[config.mk]
export PLATFORM = sky130hd
export DESIGN_NAME = pll_rst_top
export DESIGN_NICKNAME = d
export VERILOG_FILES = /design/src/pll_rst_pkg.sv /design/src/pll_rst_seq.sv /design/src/pll_rst_chan.sv /design/src/pll_rst_csr.sv /design/src/pll_status_collect.sv /design/src/pll_rst_top.sv
export SDC_FILE = /design/constraint.sdc
export NUM_CORES = 1
export LEC_CHECK = 0
export BUFFER_PORTS_ARGS = -buffer_cell sky130_fd_sc_hd__buf_2
export CORE_UTILIZATION = 45
export DETAILED_ROUTE_END_ITERATION = 10
export GPL_TIMING_DRIVEN = 0
export MAX_ROUTING_LAYER = met4
export PLACE_DENSITY = 0.7
export SLEW_MARGIN = 20
export SYNTH_ARGS = -nofsm -noshare
export SYNTH_HDL_FRONTEND = slang
export SYNTH_HIERARCHICAL = 1
export SYNTH_SLANG_ARGS = --single-unit
export TNS_END_PERCENT = 50
[constraint.sdc]
create_clock -name i_clk -period 3.05 [get_ports i_clk]
set_clock_uncertainty 0.05 [all_clocks]
set_input_delay 0 -clock i_clk [delete_from_list [all_inputs] [get_ports i_clk]]
set_output_delay 0 -clock i_clk [all_outputs]
set_load 0.02 [all_outputs]
[src/pll_rst_pkg.sv]
// Shared constants and state types; cycle counts are fixed, no free-clock frequency scaling
package pll_rst_pkg;

    //////////////////////////////////////////////////
    // Channel count and timing
    //////////////////////////////////////////////////

    // Number of PLL channels, at most 8 (CTRL/STATUS bit fields)
    localparam int PLL_NUM = 2;
    // Ready and soft-reset synchronizer depth
    localparam int SYNC_STAGES = 2;

    // Stable ready cycles before lock is declared
    localparam int LOCK_DEB_CYCLES = 64;
    localparam int DEB_W = $clog2(LOCK_DEB_CYCLES);

    // Wait-for-lock budget before a watchdog restart
    localparam int WD_TIMEOUT_CYCLES = 1024;
    localparam int WD_W = $clog2(WD_TIMEOUT_CYCLES);

    // Phase lengths of the reset sequence
    localparam int PWRDN_CYCLES = 32;
    localparam int RST_CYCLES = 32;
    // Hold counter sized for the longer phase
    localparam int HOLD_W = $clog2((PWRDN_CYCLES > RST_CYCLES) ? PWRDN_CYCLES : RST_CYCLES);

    //////////////////////////////////////////////////
    // Register map, byte offsets
    //////////////////////////////////////////////////
    localparam logic [31:0] REG_CTRL   = 32'h0;
    localparam logic [31:0] REG_STATUS = 32'h4;
    localparam logic [31:0] REG_EVENT  = 32'h8;

    //////////////////////////////////////////////////
    // State encodings
    //////////////////////////////////////////////////
    typedef enum logic [1:0] {
        SEQ_PWRDN,
        SEQ_RST,
        SEQ_WAIT_LOCK,
        SEQ_DONE
    } seq_state_e;

    typedef enum logic {WR_IDLE, WR_RESP} axi_wr_state_e;
    typedef enum logic {RD_IDLE, RD_RESP} axi_rd_state_e;

endpackage

[src/pll_rst_seq.sv]
// PLL reset sequencer; i_restart held high keeps the PLL in power-down, phase lengths from package
`timescale 1ns/1ps
module pll_rst_seq (
    input  logic i_clk,
    input  logic i_arst_n,
    input  logic i_restart,
    input  logic i_lock,
    output logic o_waiting,
    output logic o_pll_powerdown,
    output logic o_pll_rst,
    output logic o_done
);

    pll_rst_pkg::seq_state_e        state;
    logic [pll_rst_pkg::HOLD_W-1:0] hold_cnt;
    logic                           pwrdn_end;
    logic                           rst_end;

    assign pwrdn_end = (hold_cnt == pll_rst_pkg::HOLD_W'(pll_rst_pkg::PWRDN_CYCLES - 1));
    assign rst_end   = (hold_cnt == pll_rst_pkg::HOLD_W'(pll_rst_pkg::RST_CYCLES - 1));

    //////////////////////////////////////////////////
    // State machine
    //////////////////////////////////////////////////
    always_ff @(posedge i_clk or negedge i_arst_n) begin
        if (!i_arst_n) begin
            state    <= pll_rst_pkg::SEQ_PWRDN;
            hold_cnt <= '0;
        end else if (i_restart) begin
            // Any restart source begins again from power-down
            state    <= pll_rst_pkg::SEQ_PWRDN;
            hold_cnt <= '0;
        end else begin
            case (state)
                pll_rst_pkg::SEQ_PWRDN: begin
                    hold_cnt <= pwrdn_end ? '0 : hold_cnt + 1'b1;
                    if (pwrdn_end) begin
                        state <= pll_rst_pkg::SEQ_RST;
                    end
                end
                pll_rst_pkg::SEQ_RST: begin
                    hold_cnt <= rst_end ? '0 : hold_cnt + 1'b1;
                    if (rst_end) begin
                        state <= pll_rst_pkg::SEQ_WAIT_LOCK;
                    end
                end
                pll_rst_pkg::SEQ_WAIT_LOCK: begin
                    // Timeout is the watchdog's job, not ours
                    if (i_lock) begin
                        state <= pll_rst_pkg::SEQ_DONE;
                    end
                end
                default: begin
                    // Lock lost, redo the reset phase only
                    if (!i_lock) begin
                        state    <= pll_rst_pkg::SEQ_RST;
                        hold_cnt <= '0;
                    end
                end
            endcase
        end
    end

    // Pin levels decoded from state
    assign o_pll_powerdown = (state == pll_rst_pkg::SEQ_PWRDN);
    assign o_pll_rst       = (state == pll_rst_pkg::SEQ_PWRDN) || (state == pll_rst_pkg::SEQ_RST);
    assign o_waiting       = (state == pll_rst_pkg::SEQ_WAIT_LOCK);
    assign o_done          = (state == pll_rst_pkg::SEQ_DONE);

endmodule

[src/pll_rst_chan.sv]
// One PLL channel; i_pll_ready is asynchronous, i_soft_rst and i_wd_clr come from i_clk domain
`timescale 1ns/1ps
module pll_rst_chan (
    input  logic       i_clk,
    input  logic       i_arst_n,
    input  logic       i_soft_rst,
    input  logic       i_wd_clr,
    input  logic       i_pll_ready,
    output logic       o_pll_powerdown,
    output logic       o_pll_rst,
    output logic       o_done,
    output logic       o_lock,
    output logic [1:0] o_wd_cnt
);

    // Stage array, bit 1 soft reset, bit 0 ready
    logic [1:0]                    sync_q [pll_rst_pkg::SYNC_STAGES];
    logic                          soft_rst_s;
    logic                          ready_s;
    logic [pll_rst_pkg::DEB_W-1:0] deb_cnt;
    logic [pll_rst_pkg::WD_W-1:0]  wd_timer;
    logic                          wd_timeout;
    logic                          waiting;
    logic                          restart;

    //////////////////////////////////////////////////
    // Synchronizers
    //////////////////////////////////////////////////
    always_ff @(posedge i_clk or negedge i_arst_n) begin
        if (!i_arst_n) begin
            for (int i = 0; i < pll_rst_pkg::SYNC_STAGES; i++) begin
                sync_q[i] <= '0;
            end
        end else begin
            sync_q[0] <= {i_soft_rst, i_pll_ready};
            for (int i = 1; i < pll_rst_pkg::SYNC_STAGES; i++) begin
                sync_q[i] <= sync_q[i-1];
            end
        end
    end

    assign soft_rst_s = sync_q[pll_rst_pkg::SYNC_STAGES-1][1];
    assign ready_s    = sync_q[pll_rst_pkg::SYNC_STAGES-1][0];

    //////////////////////////////////////////////////
    // Lock debounce
    //////////////////////////////////////////////////

    // Slow rise, immediate fall on a ready drop
    always_ff @(posedge i_clk or negedge i_arst_n) begin
        if (!i_arst_n) begin
            deb_cnt <= '0;
            o_lock  <= 1'b0;
        end else if (!ready_s) begin
            deb_cnt <= '0;
            o_lock  <= 1'b0;
        end else if (!o_lock) begin
            if (deb_cnt == pll_rst_pkg::DEB_W'(pll_rst_pkg::LOCK_DEB_CYCLES - 1)) begin
                o_lock <= 1'b1;
            end else begin
                deb_cnt <= deb_cnt + 1'b1;
            end
        end
    end

    //////////////////////////////////////////////////
    // Lock watchdog
    //////////////////////////////////////////////////

    // Runs only while the sequencer waits for lock
    always_ff @(posedge i_clk or negedge i_arst_n) begin
        if (!i_arst_n) begin
            wd_timer <= '0;
        end else if (!waiting || wd_timeout) begin
            wd_timer <= '0;
        end else begin
            wd_timer <= wd_timer + 1'b1;
        end
    end

    assign wd_timeout = waiting &&
        (wd_timer == pll_rst_pkg::WD_W'(pll_rst_pkg::WD_TIMEOUT_CYCLES - 1));

    // Restart count saturates at 3; survives restarts, clear wins over a timeout
    always_ff @(posedge i_clk or negedge i_arst_n) begin
        if (!i_arst_n) begin
            o_wd_cnt <= 2'd0;
        end else if (i_wd_clr) begin
            o_wd_cnt <= 2'd0;
        end else if (wd_timeout && o_wd_cnt != 2'd3) begin
            o_wd_cnt <= o_wd_cnt + 2'd1;
        end
    end

    // Global reset reaches the sequencer through i_arst_n
    assign restart = soft_rst_s | wd_timeout;

    pll_rst_seq u_seq (
        .i_clk           (i_clk),
        .i_arst_n        (i_arst_n),
        .i_restart       (restart),
        .i_lock          (o_lock),
        .o_waiting       (waiting),
        .o_pll_powerdown (o_pll_powerdown),
        .o_pll_rst       (o_pll_rst),
        .o_done          (o_done)
    );

endmodule

[src/pll_rst_csr.sv]
// AXI4-Lite slave, one transaction per channel, full-word writes only (no strobes), OKAY always
`timescale 1ns/1ps
module pll_rst_csr (
    input  logic                              i_clk,
    input  logic                              i_arst_n,
    // AXI4-Lite write address and data
    input  logic [31:0]                       i_s_axi_awaddr,
    input  logic                              i_s_axi_awvalid,
    output logic                              o_s_axi_awready,
    input  logic [31:0]                       i_s_axi_wdata,
    input  logic                              i_s_axi_wvalid,
    output logic                              o_s_axi_wready,
    // Write response
    output logic [1:0]                        o_s_axi_bresp,
    output logic                              o_s_axi_bvalid,
    input  logic                              i_s_axi_bready,
    // Read address and data
    input  logic [31:0]                       i_s_axi_araddr,
    input  logic                              i_s_axi_arvalid,
    output logic                              o_s_axi_arready,
    output logic [31:0]                       o_s_axi_rdata,
    output logic [1:0]                        o_s_axi_rresp,
    output logic                              o_s_axi_rvalid,
    input  logic                              i_s_axi_rready,
    // From the status collector
    input  logic [31:0]                       i_status,
    input  logic [31:0]                       i_event,
    // To channels and collector
    output logic [pll_rst_pkg::PLL_NUM-1:0]   o_soft_rst,
    output logic [pll_rst_pkg::PLL_NUM-1:0]   o_wd_clr,
    output logic [pll_rst_pkg::PLL_NUM-1:0]   o_evt_clr
);

    pll_rst_pkg::axi_wr_state_e wr_state;
    pll_rst_pkg::axi_rd_state_e rd_state;
    logic                       wr_fire;
    logic                       rd_fire;
    logic [31:0]                rd_mux;

    //////////////////////////////////////////////////
    // Write channel
    //////////////////////////////////////////////////

    // Address and data accepted together, only with no response pending
    assign wr_fire         = (wr_state == pll_rst_pkg::WR_IDLE) &&
                             i_s_axi_awvalid && i_s_axi_wvalid;
    assign o_s_axi_awready = wr_fire;
    assign o_s_axi_wready  = wr_fire;
    assign o_s_axi_bvalid  = (wr_state == pll_rst_pkg::WR_RESP);
    assign o_s_axi_bresp   = 2'b00;

    always_ff @(posedge i_clk or negedge i_arst_n) begin
        if (!i_arst_n) begin
            wr_state <= pll_rst_pkg::WR_IDLE;
        end else if (wr_fire) begin
            wr_state <= pll_rst_pkg::WR_RESP;
        end else if (o_s_axi_bvalid && i_s_axi_bready) begin
            wr_state <= pll_rst_pkg::WR_IDLE;
        end
    end

    // Control bits and one-cycle clear pulses
    always_ff @(posedge i_clk or negedge i_arst_n) begin
        if (!i_arst_n) begin
            o_soft_rst <= '0;
            o_wd_clr   <= '0;
            o_evt_clr  <= '0;
        end else begin
            // Pulses last a single cycle
            o_wd_clr  <= '0;
            o_evt_clr <= '0;
            if (wr_fire && i_s_axi_awaddr == pll_rst_pkg::REG_CTRL) begin
                o_soft_rst <= i_s_axi_wdata[pll_rst_pkg::PLL_NUM-1:0];
                // Upper byte is write-only, never stored
                o_wd_clr   <= i_s_axi_wdata[8 +: pll_rst_pkg::PLL_NUM];
            end
            if (wr_fire && i_s_axi_awaddr == pll_rst_pkg::REG_EVENT) begin
                // Write 1 to clear
                o_evt_clr <= i_s_axi_wdata[pll_rst_pkg::PLL_NUM-1:0];
            end
        end
    end

    //////////////////////////////////////////////////
    // Read channel
    //////////////////////////////////////////////////
    assign rd_fire         = (rd_state == pll_rst_pkg::RD_IDLE) && i_s_axi_arvalid;
    assign o_s_axi_arready = rd_fire;
    assign o_s_axi_rvalid  = (rd_state == pll_rst_pkg::RD_RESP);
    assign o_s_axi_rresp   = 2'b00;

    // Readback select, unknown offsets give zero
    always_comb begin
        rd_mux = '0;
        case (i_s_axi_araddr)
            pll_rst_pkg::REG_CTRL:   rd_mux[pll_rst_pkg::PLL_NUM-1:0] = o_soft_rst;
            pll_rst_pkg::REG_STATUS: rd_mux = i_status;
            pll_rst_pkg::REG_EVENT:  rd_mux = i_event;
            default:                 rd_mux = '0;
        endcase
    end

    always_ff @(posedge i_clk or negedge i_arst_n) begin
        if (!i_arst_n) begin
            rd_state <= pll_rst_pkg::RD_IDLE;
        end else if (rd_fire) begin
            rd_state <= pll_rst_pkg::RD_RESP;
        end else if (o_s_axi_rvalid && i_s_axi_rready) begin
            rd_state <= pll_rst_pkg::RD_IDLE;
        end
    end

    // Data captured at the address handshake, held while rvalid waits
    always_ff @(posedge i_clk) begin
        if (rd_fire) begin
            o_s_axi_rdata <= rd_mux;
        end
    end

endmodule

[src/pll_status_collect.sv]
// Status packing and sticky done events; supports at most 8 channels in the 32-bit word
`timescale 1ns/1ps
module pll_status_collect (
    input  logic                              i_clk,
    input  logic                              i_arst_n,
    input  logic [pll_rst_pkg::PLL_NUM-1:0]   i_done,
    input  logic [pll_rst_pkg::PLL_NUM-1:0]   i_lock,
    input  logic [2*pll_rst_pkg::PLL_NUM-1:0] i_wd_cnt,
    input  logic [pll_rst_pkg::PLL_NUM-1:0]   i_evt_clr,
    output logic [31:0]                       o_status,
    output logic [31:0]                       o_event,
    output logic                              o_irq
);

    logic [pll_rst_pkg::PLL_NUM-1:0] done_q;
    logic [pll_rst_pkg::PLL_NUM-1:0] done_rise;
    logic [pll_rst_pkg::PLL_NUM-1:0] evt_q;

    assign done_rise = i_done & ~done_q;

    // Edge detect and sticky events, a new edge beats a clear
    always_ff @(posedge i_clk or negedge i_arst_n) begin
        if (!i_arst_n) begin
            done_q <= '0;
            evt_q  <= '0;
        end else begin
            done_q <= i_done;
            evt_q  <= (evt_q & ~i_evt_clr) | done_rise;
        end
    end

    //////////////////////////////////////////////////
    // Register words
    //////////////////////////////////////////////////
    always_comb begin
        o_status = '0;
        o_status[pll_rst_pkg::PLL_NUM-1:0]  = i_done;
        o_status[8 +: pll_rst_pkg::PLL_NUM] = i_lock;
        // Two count bits per channel from bit 16
        o_status[16 +: 2*pll_rst_pkg::PLL_NUM] = i_wd_cnt;
        o_event = '0;
        o_event[pll_rst_pkg::PLL_NUM-1:0] = evt_q;
    end

    assign o_irq = |evt_q;

endmodule

[src/pll_rst_top.sv]
// Top level of the PLL reset sequencer; channel count fixed by the package, one clock domain
`timescale 1ns/1ps
module pll_rst_top (
    input  logic                            i_clk,
    input  logic                            i_arst_n,
    input  logic [31:0]                     i_s_axi_awaddr,
    input  logic                            i_s_axi_awvalid,
    output logic                            o_s_axi_awready,
    input  logic [31:0]                     i_s_axi_wdata,
    input  logic                            i_s_axi_wvalid,
    output logic                            o_s_axi_wready,
    output logic [1:0]                      o_s_axi_bresp,
    output logic                            o_s_axi_bvalid,
    input  logic                            i_s_axi_bready,
    input  logic [31:0]                     i_s_axi_araddr,
    input  logic                            i_s_axi_arvalid,
    output logic                            o_s_axi_arready,
    output logic [31:0]                     o_s_axi_rdata,
    output logic [1:0]                      o_s_axi_rresp,
    output logic                            o_s_axi_rvalid,
    input  logic                            i_s_axi_rready,
    // PLL side, ready is asynchronous
    input  logic [pll_rst_pkg::PLL_NUM-1:0] i_pll_ready,
    output logic [pll_rst_pkg::PLL_NUM-1:0] o_pll_powerdown,
    output logic [pll_rst_pkg::PLL_NUM-1:0] o_pll_rst,
    output logic                            o_irq
);

    logic [pll_rst_pkg::PLL_NUM-1:0]   soft_rst;
    logic [pll_rst_pkg::PLL_NUM-1:0]   wd_clr;
    logic [pll_rst_pkg::PLL_NUM-1:0]   evt_clr;
    logic [pll_rst_pkg::PLL_NUM-1:0]   done;
    logic [pll_rst_pkg::PLL_NUM-1:0]   lock;
    logic [2*pll_rst_pkg::PLL_NUM-1:0] wd_cnt;
    logic [31:0]                       status;
    logic [31:0]                       event_word;

    pll_rst_csr u_csr (
        .i_clk           (i_clk),
        .i_arst_n        (i_arst_n),
        .i_s_axi_awaddr  (i_s_axi_awaddr),
        .i_s_axi_awvalid (i_s_axi_awvalid),
        .o_s_axi_awready (o_s_axi_awready),
        .i_s_axi_wdata   (i_s_axi_wdata),
        .i_s_axi_wvalid  (i_s_axi_wvalid),
        .o_s_axi_wready  (o_s_axi_wready),
        .o_s_axi_bresp   (o_s_axi_bresp),
        .o_s_axi_bvalid  (o_s_axi_bvalid),
        .i_s_axi_bready  (i_s_axi_bready),
        .i_s_axi_araddr  (i_s_axi_araddr),
        .i_s_axi_arvalid (i_s_axi_arvalid),
        .o_s_axi_arready (o_s_axi_arready),
        .o_s_axi_rdata   (o_s_axi_rdata),
        .o_s_axi_rresp   (o_s_axi_rresp),
        .o_s_axi_rvalid  (o_s_axi_rvalid),
        .i_s_axi_rready  (i_s_axi_rready),
        .i_status        (status),
        .i_event         (event_word),
        .o_soft_rst      (soft_rst),
        .o_wd_clr        (wd_clr),
        .o_evt_clr       (evt_clr)
    );

    // One identical channel per PLL
    for (genvar g = 0; g < pll_rst_pkg::PLL_NUM; g++) begin : g_chan
        pll_rst_chan u_chan (
            .i_clk           (i_clk),
            .i_arst_n        (i_arst_n),
            .i_soft_rst      (soft_rst[g]),
            .i_wd_clr        (wd_clr[g]),
            .i_pll_ready     (i_pll_ready[g]),
            .o_pll_powerdown (o_pll_powerdown[g]),
            .o_pll_rst       (o_pll_rst[g]),
            .o_done          (done[g]),
            .o_lock          (lock[g]),
            .o_wd_cnt        (wd_cnt[2*g +: 2])
        );
    end

    pll_status_collect u_collect (
        .i_clk     (i_clk),
        .i_arst_n  (i_arst_n),
        .i_done    (done),
        .i_lock    (lock),
        .i_wd_cnt  (wd_cnt),
        .i_evt_clr (evt_clr),
        .o_status  (status),
        .o_event   (event_word),
        .o_irq     (o_irq)
    );

endmodule

==> out/results.txt <==
The routed design has 11.2 mm of wire. The H-tree depth was 3; the share of layout cells above drive strength 1 was 0.316. For flop-to-flop paths, the worst setup slack is 540 ps. The worst setup path is captured at a register. The run gives 6 as the total of warnings raised by yosys.

The tools report the remaining antenna violation count after routing as 0. For the worst flop-to-flop path, the logic depth is 7. The floorplan core area was 0.0126 sq mm.

The run gives 0.383 as the fraction of power consumed by the clock network. Clock-pin slew was measured on the worst setup and hold paths at 70 ps. At the end of routability-driven placement, the weighted congestion stood at 0.798. The worst hold path depth came out at 2.

For the maximum number of buffers from clock root to sink, the log shows 2. The source of the worst hold timing path is i_s_axi_arvalid. The number of diodes added for antenna fixing came out at 0. The slew at the pin closest to its max-slew limit was 524 ps; the total count of max-transition violations in the final report was 0.

Based on the critical path, the design can be clocked at up to 398 MHz. The most used flip-flop cell after synthesis is sky130_fd_sc_hd__dfrtp_1. TritonCTS built the clock tree. The synthesized netlist cell count is 549. The combinational power share was 0.130. The post-synthesis sequential element count was 104; the via density per instance was 4.87.

The logs give 2690 ps for the worst path arrival time and 738 uW for the switching power. Detailed placement finished with a half-perimeter wire length of 8.57 mm. The internal power of the cells totals 2.42 mW. From left edge to right edge, the die measures 116 um.

Compared with the post-synthesis result, the final layout area differs by 25.9%. The final setup violation count was 0. In this run the worst path has a maximum fanout of 12. Dividing the synthesized area by the synthesized cell count gives 10.6 sq um.

sky130_fd_sc_hd__dfrtp_1 is the most common cell in the netlist. The part of the power in registers came out at 0.487. The tools report the capture instance of the worst register-to-register path as g_chan[0].u_chan/u_seq/state[0].

The post-route minimum period works out to 2510 ps. For the violation count after the first detailed-route iteration, the log shows 195. Number of I/O port buffers: 118. Setup repair after global routing left no endpoint under its margin.

After detailed routing, the number of remaining DRC violations is 0. The fraction of registers with async set or reset after synthesis was 0.692; the number of buffers added by the clock tree synthesis step was 9. The first global-routing pass estimated 19.1 mm of wire.

The synthesized netlist contains 53 unique library cells. The tools report the number of global-route vias before repair as 4369. The run finished with clean final reports. The worst-skew pair later-pin latency is 340 ps.

Source of the worst register-to-register timing path: g_chan[0].u_chan/u_seq/state[0]. The critical path starts at g_chan[0].u_chan/u_seq/state[0]. In this run the power density over the cells is 431 mW/mm^2. The via count of the routed design came out at 4501. Ranked by instance count, the synthesized netlist is headed by sky130_fd_sc_hd__dfrtp_1, sky130_fd_sc_hd__buf_4, sky130_fd_sc_hd__nor2_1, sky130_fd_sc_hd__edfxtp_1, sky130_fd_sc_hd__nand2_1. STA classifies the critical path startpoint as a register. For the total clock sinks, the log shows 104. The proportion of synthesized chip area in sequential cells was 0.475. Ranked by total cell area, the synthesized netlist is headed by sky130_fd_sc_hd__dfrtp_1, sky130_fd_sc_hd__edfxtp_1, sky130_fd_sc_hd__buf_4. Initial antenna violation count: 0. The root buffer cell is sky130_fd_sc_hd__clkbuf_16. The critical path in this run is classified as reg -> reg.

The run gives 0.187 as the total routing usage reported by global routing. For hold timing, the worst endpoint is u_csr/o_s_axi_rdata[23]. Across the run, the number of max-cap violations was 0. The tools report the worst supply voltage drop on vdd as 0.000240 V. The normalized max-slew margin is 0.649.

The area of the die was 0.0134 sq mm. For the leakage dissipation, the log shows 3.43 nW. In this run, synthesis inferred 32 flip-flops with an integrated enable. STA puts the critical path data required time at 3230 ps.

Once layout is done, the placed cells without fillers occupy 0.00732 sq mm. Per-cell routed wire length: 12.1 um. The final hold violation count came out at 0.

The overflow left after global routing is 0, and the final critical-path share of the clock period is 0.823. The run gives 0 ps as the sum of negative setup slack. The pin count of the biggest net entering global routing came out at 38. In this run the worst hold path is classified as in -> reg. The mapped netlist covers 0.00582 sq mm. The total number of nets in the final design was 871. The switching fraction of total power was 0.234. The die outline height is 116 um, and the first-pass detailed-route iteration total is 4. The top cell type's share of synthesized area came out at 0.310. The library cell occupying the most area in the post-synthesis netlist was sky130_fd_sc_hd__dfrtp_1.

The run gives 0.00688 sq mm as the total cell area at the placement stage. Pin placement for this block handled 151 I/O pins. The effective utilization at floorplan is 0.461, and the number of rows in the core area is 41.
==> worst max-delay path: stages, from the launching register on <==
cell                      delay (ps)
sky130_fd_sc_hd__dfrtp_1         410
sky130_fd_sc_hd__inv_1           120
sky130_fd_sc_hd__ha_1            470
sky130_fd_sc_hd__inv_1           180
sky130_fd_sc_hd__o41ai_1         550
sky130_fd_sc_hd__buf_2           290
sky130_fd_sc_hd__nor2_1           70
sky130_fd_sc_hd__mux2_4          260
==> timing repair <==
item                      CTS  global route
setup buffers               0             0
hold buffers               12             0
hold endpoints to repair   82             0
resized for setup           0             0
==> routing by layer <==
layer | up-vias | GRT usage | wire length, um
met5 | - | - | 0
met4 | 0 | 0.0752 | 195
met3 | 15 | 0.0277 | 411
met2 | 103 | 0.319 | 5590
met1 | 2135 | 0.221 | 4970
li1 | 2248 | - | -
==> final cells by class <==
cell class / instances / area, sq um
multi-input cells: 399 / 2610
inverters: 19 / 71.3
repair buffers: 132 / 753
well taps: 172 / 215
clock buffers: 12 / 272
flip-flops and latches: 104 / 2760
fillers: 1116 / 5300
clock inverters: 3 / 47.5
plain buffers: 83 / 596
==> state kept, by name, indices dropped and copies added (netlist names) <==
name and cells:
u_csr/o_s_axi_rdata 32, g_chan.u_chan/u_seq/state 4, g_chan.u_chan/wd_timer 20, g_chan.u_chan/deb_cnt 12
u_csr/o_s_axi_rvalid 1, g_chan.u_chan/sync_q 4, u_collect/evt_q 2, g_chan.u_chan/ready_s 2
u_csr/o_evt_clr 2, u_collect/done_q 2, g_chan.u_chan/u_seq/hold_cnt 10, u_csr/o_s_axi_bvalid 1
g_chan.u_chan/o_lock 2, g_chan.u_chan/o_wd_cnt 4, g_chan.u_chan/soft_rst_s 2, u_csr/o_soft_rst 2
u_csr/o_wd_clr 2
==> power by group through the flow <==
| stage | combinational, mW | sequential (mW) | clock, mW |
|---|---|---|---|
| after CTS | 0.409 | 1.54 | 1.25 |
| after floorplan | 0.208 | 1.60 | 0 |
| final | 0.410 | 1.54 | 1.21 |
| after global routing | 0.457 | 1.55 | 1.31 |
| after detailed placement | 0.395 | 1.57 | 0 |
| after global placement | 0.376 | 1.56 | 0 |
==> cell families after synthesis <==
logic type / after synthesis / share of synthesized area
flops: 104 / 0.475
fa+ha+maj: 18 / 0.0387
xor+xnor: 6 / 0.00903
compound gates: 92 / 0.110
simple gates: 209 / 0.222
mux: 16 / 0.0301
other cells: 2 / 0.00129
buf+inv: 102 / 0.115
==> layout by cell type, fill, tap and decap left out, types with 4 or more instances in the layout <==
master and n:
sky130_fd_sc_hd__clkbuf_1 9, sky130_fd_sc_hd__buf_4 70, sky130_fd_sc_hd__ha_1 18, sky130_fd_sc_hd__nand2b_1 16, sky130_fd_sc_hd__and3_1 8, sky130_fd_sc_hd__nor2_1 52, sky130_fd_sc_hd__a21oi_1 23, sky130_fd_sc_hd__o211ai_1 4
sky130_fd_sc_hd__clkbuf_16 10, sky130_fd_sc_hd__mux2_1 4, sky130_fd_sc_hd__mux2i_1 10, sky130_fd_sc_hd__nand2_1 31, sky130_fd_sc_hd__or4_1 7, sky130_fd_sc_hd__dlygate4sd3_1 12, sky130_fd_sc_hd__nand4_1 4, sky130_fd_sc_hd__conb_1 58
sky130_fd_sc_hd__inv_1 19, sky130_fd_sc_hd__nor2b_1 14, sky130_fd_sc_hd__dfrtp_1 72, sky130_fd_sc_hd__nand3_1 20, sky130_fd_sc_hd__edfxtp_1 32, sky130_fd_sc_hd__nor4_4 4, sky130_fd_sc_hd__or3_1 8, sky130_fd_sc_hd__o21ai_0 14
sky130_fd_sc_hd__buf_2 119, sky130_fd_sc_hd__nand3b_1 6, sky130_fd_sc_hd__xor2_1 4, sky130_fd_sc_hd__nor4_1 11, sky130_fd_sc_hd__a22oi_1 30, sky130_fd_sc_hd__a31oi_1 6
==> per-stage QoR <==
step / power [mW] / util / worst slack [ps] / std cells / hold slack (ps)
floorplan: 1.81 / - / 370 / 605 / -346
global placement: 1.94 / 0.542 / 146 / 895 / 58.2
detailed placement: 1.96 / 0.546 / 541 / 897 / -60.3
CTS: 3.20 / 0.580 / 536 / 924 / 11.5
global route: 3.31 / 0.580 / 377 / 924 / 20.2
finish: 3.16 / 0.580 / 540 / 924 / 26.0
==> worst max-delay path by stage <==
stage	depth (start not counted)	end
finish	7	g_chan[0].u_chan/u_seq/state[0]
global route	7	g_chan[1].u_chan/u_seq/state[0]
CTS	7	g_chan[1].u_chan/u_seq/state[0]
detailed placement	7	g_chan[0].u_chan/u_seq/state[0]
global placement	1	u_csr/o_s_axi_rdata[12]
floorplan	1	u_csr/o_s_axi_rdata[0]
Power figures use the tool's default switching activity.
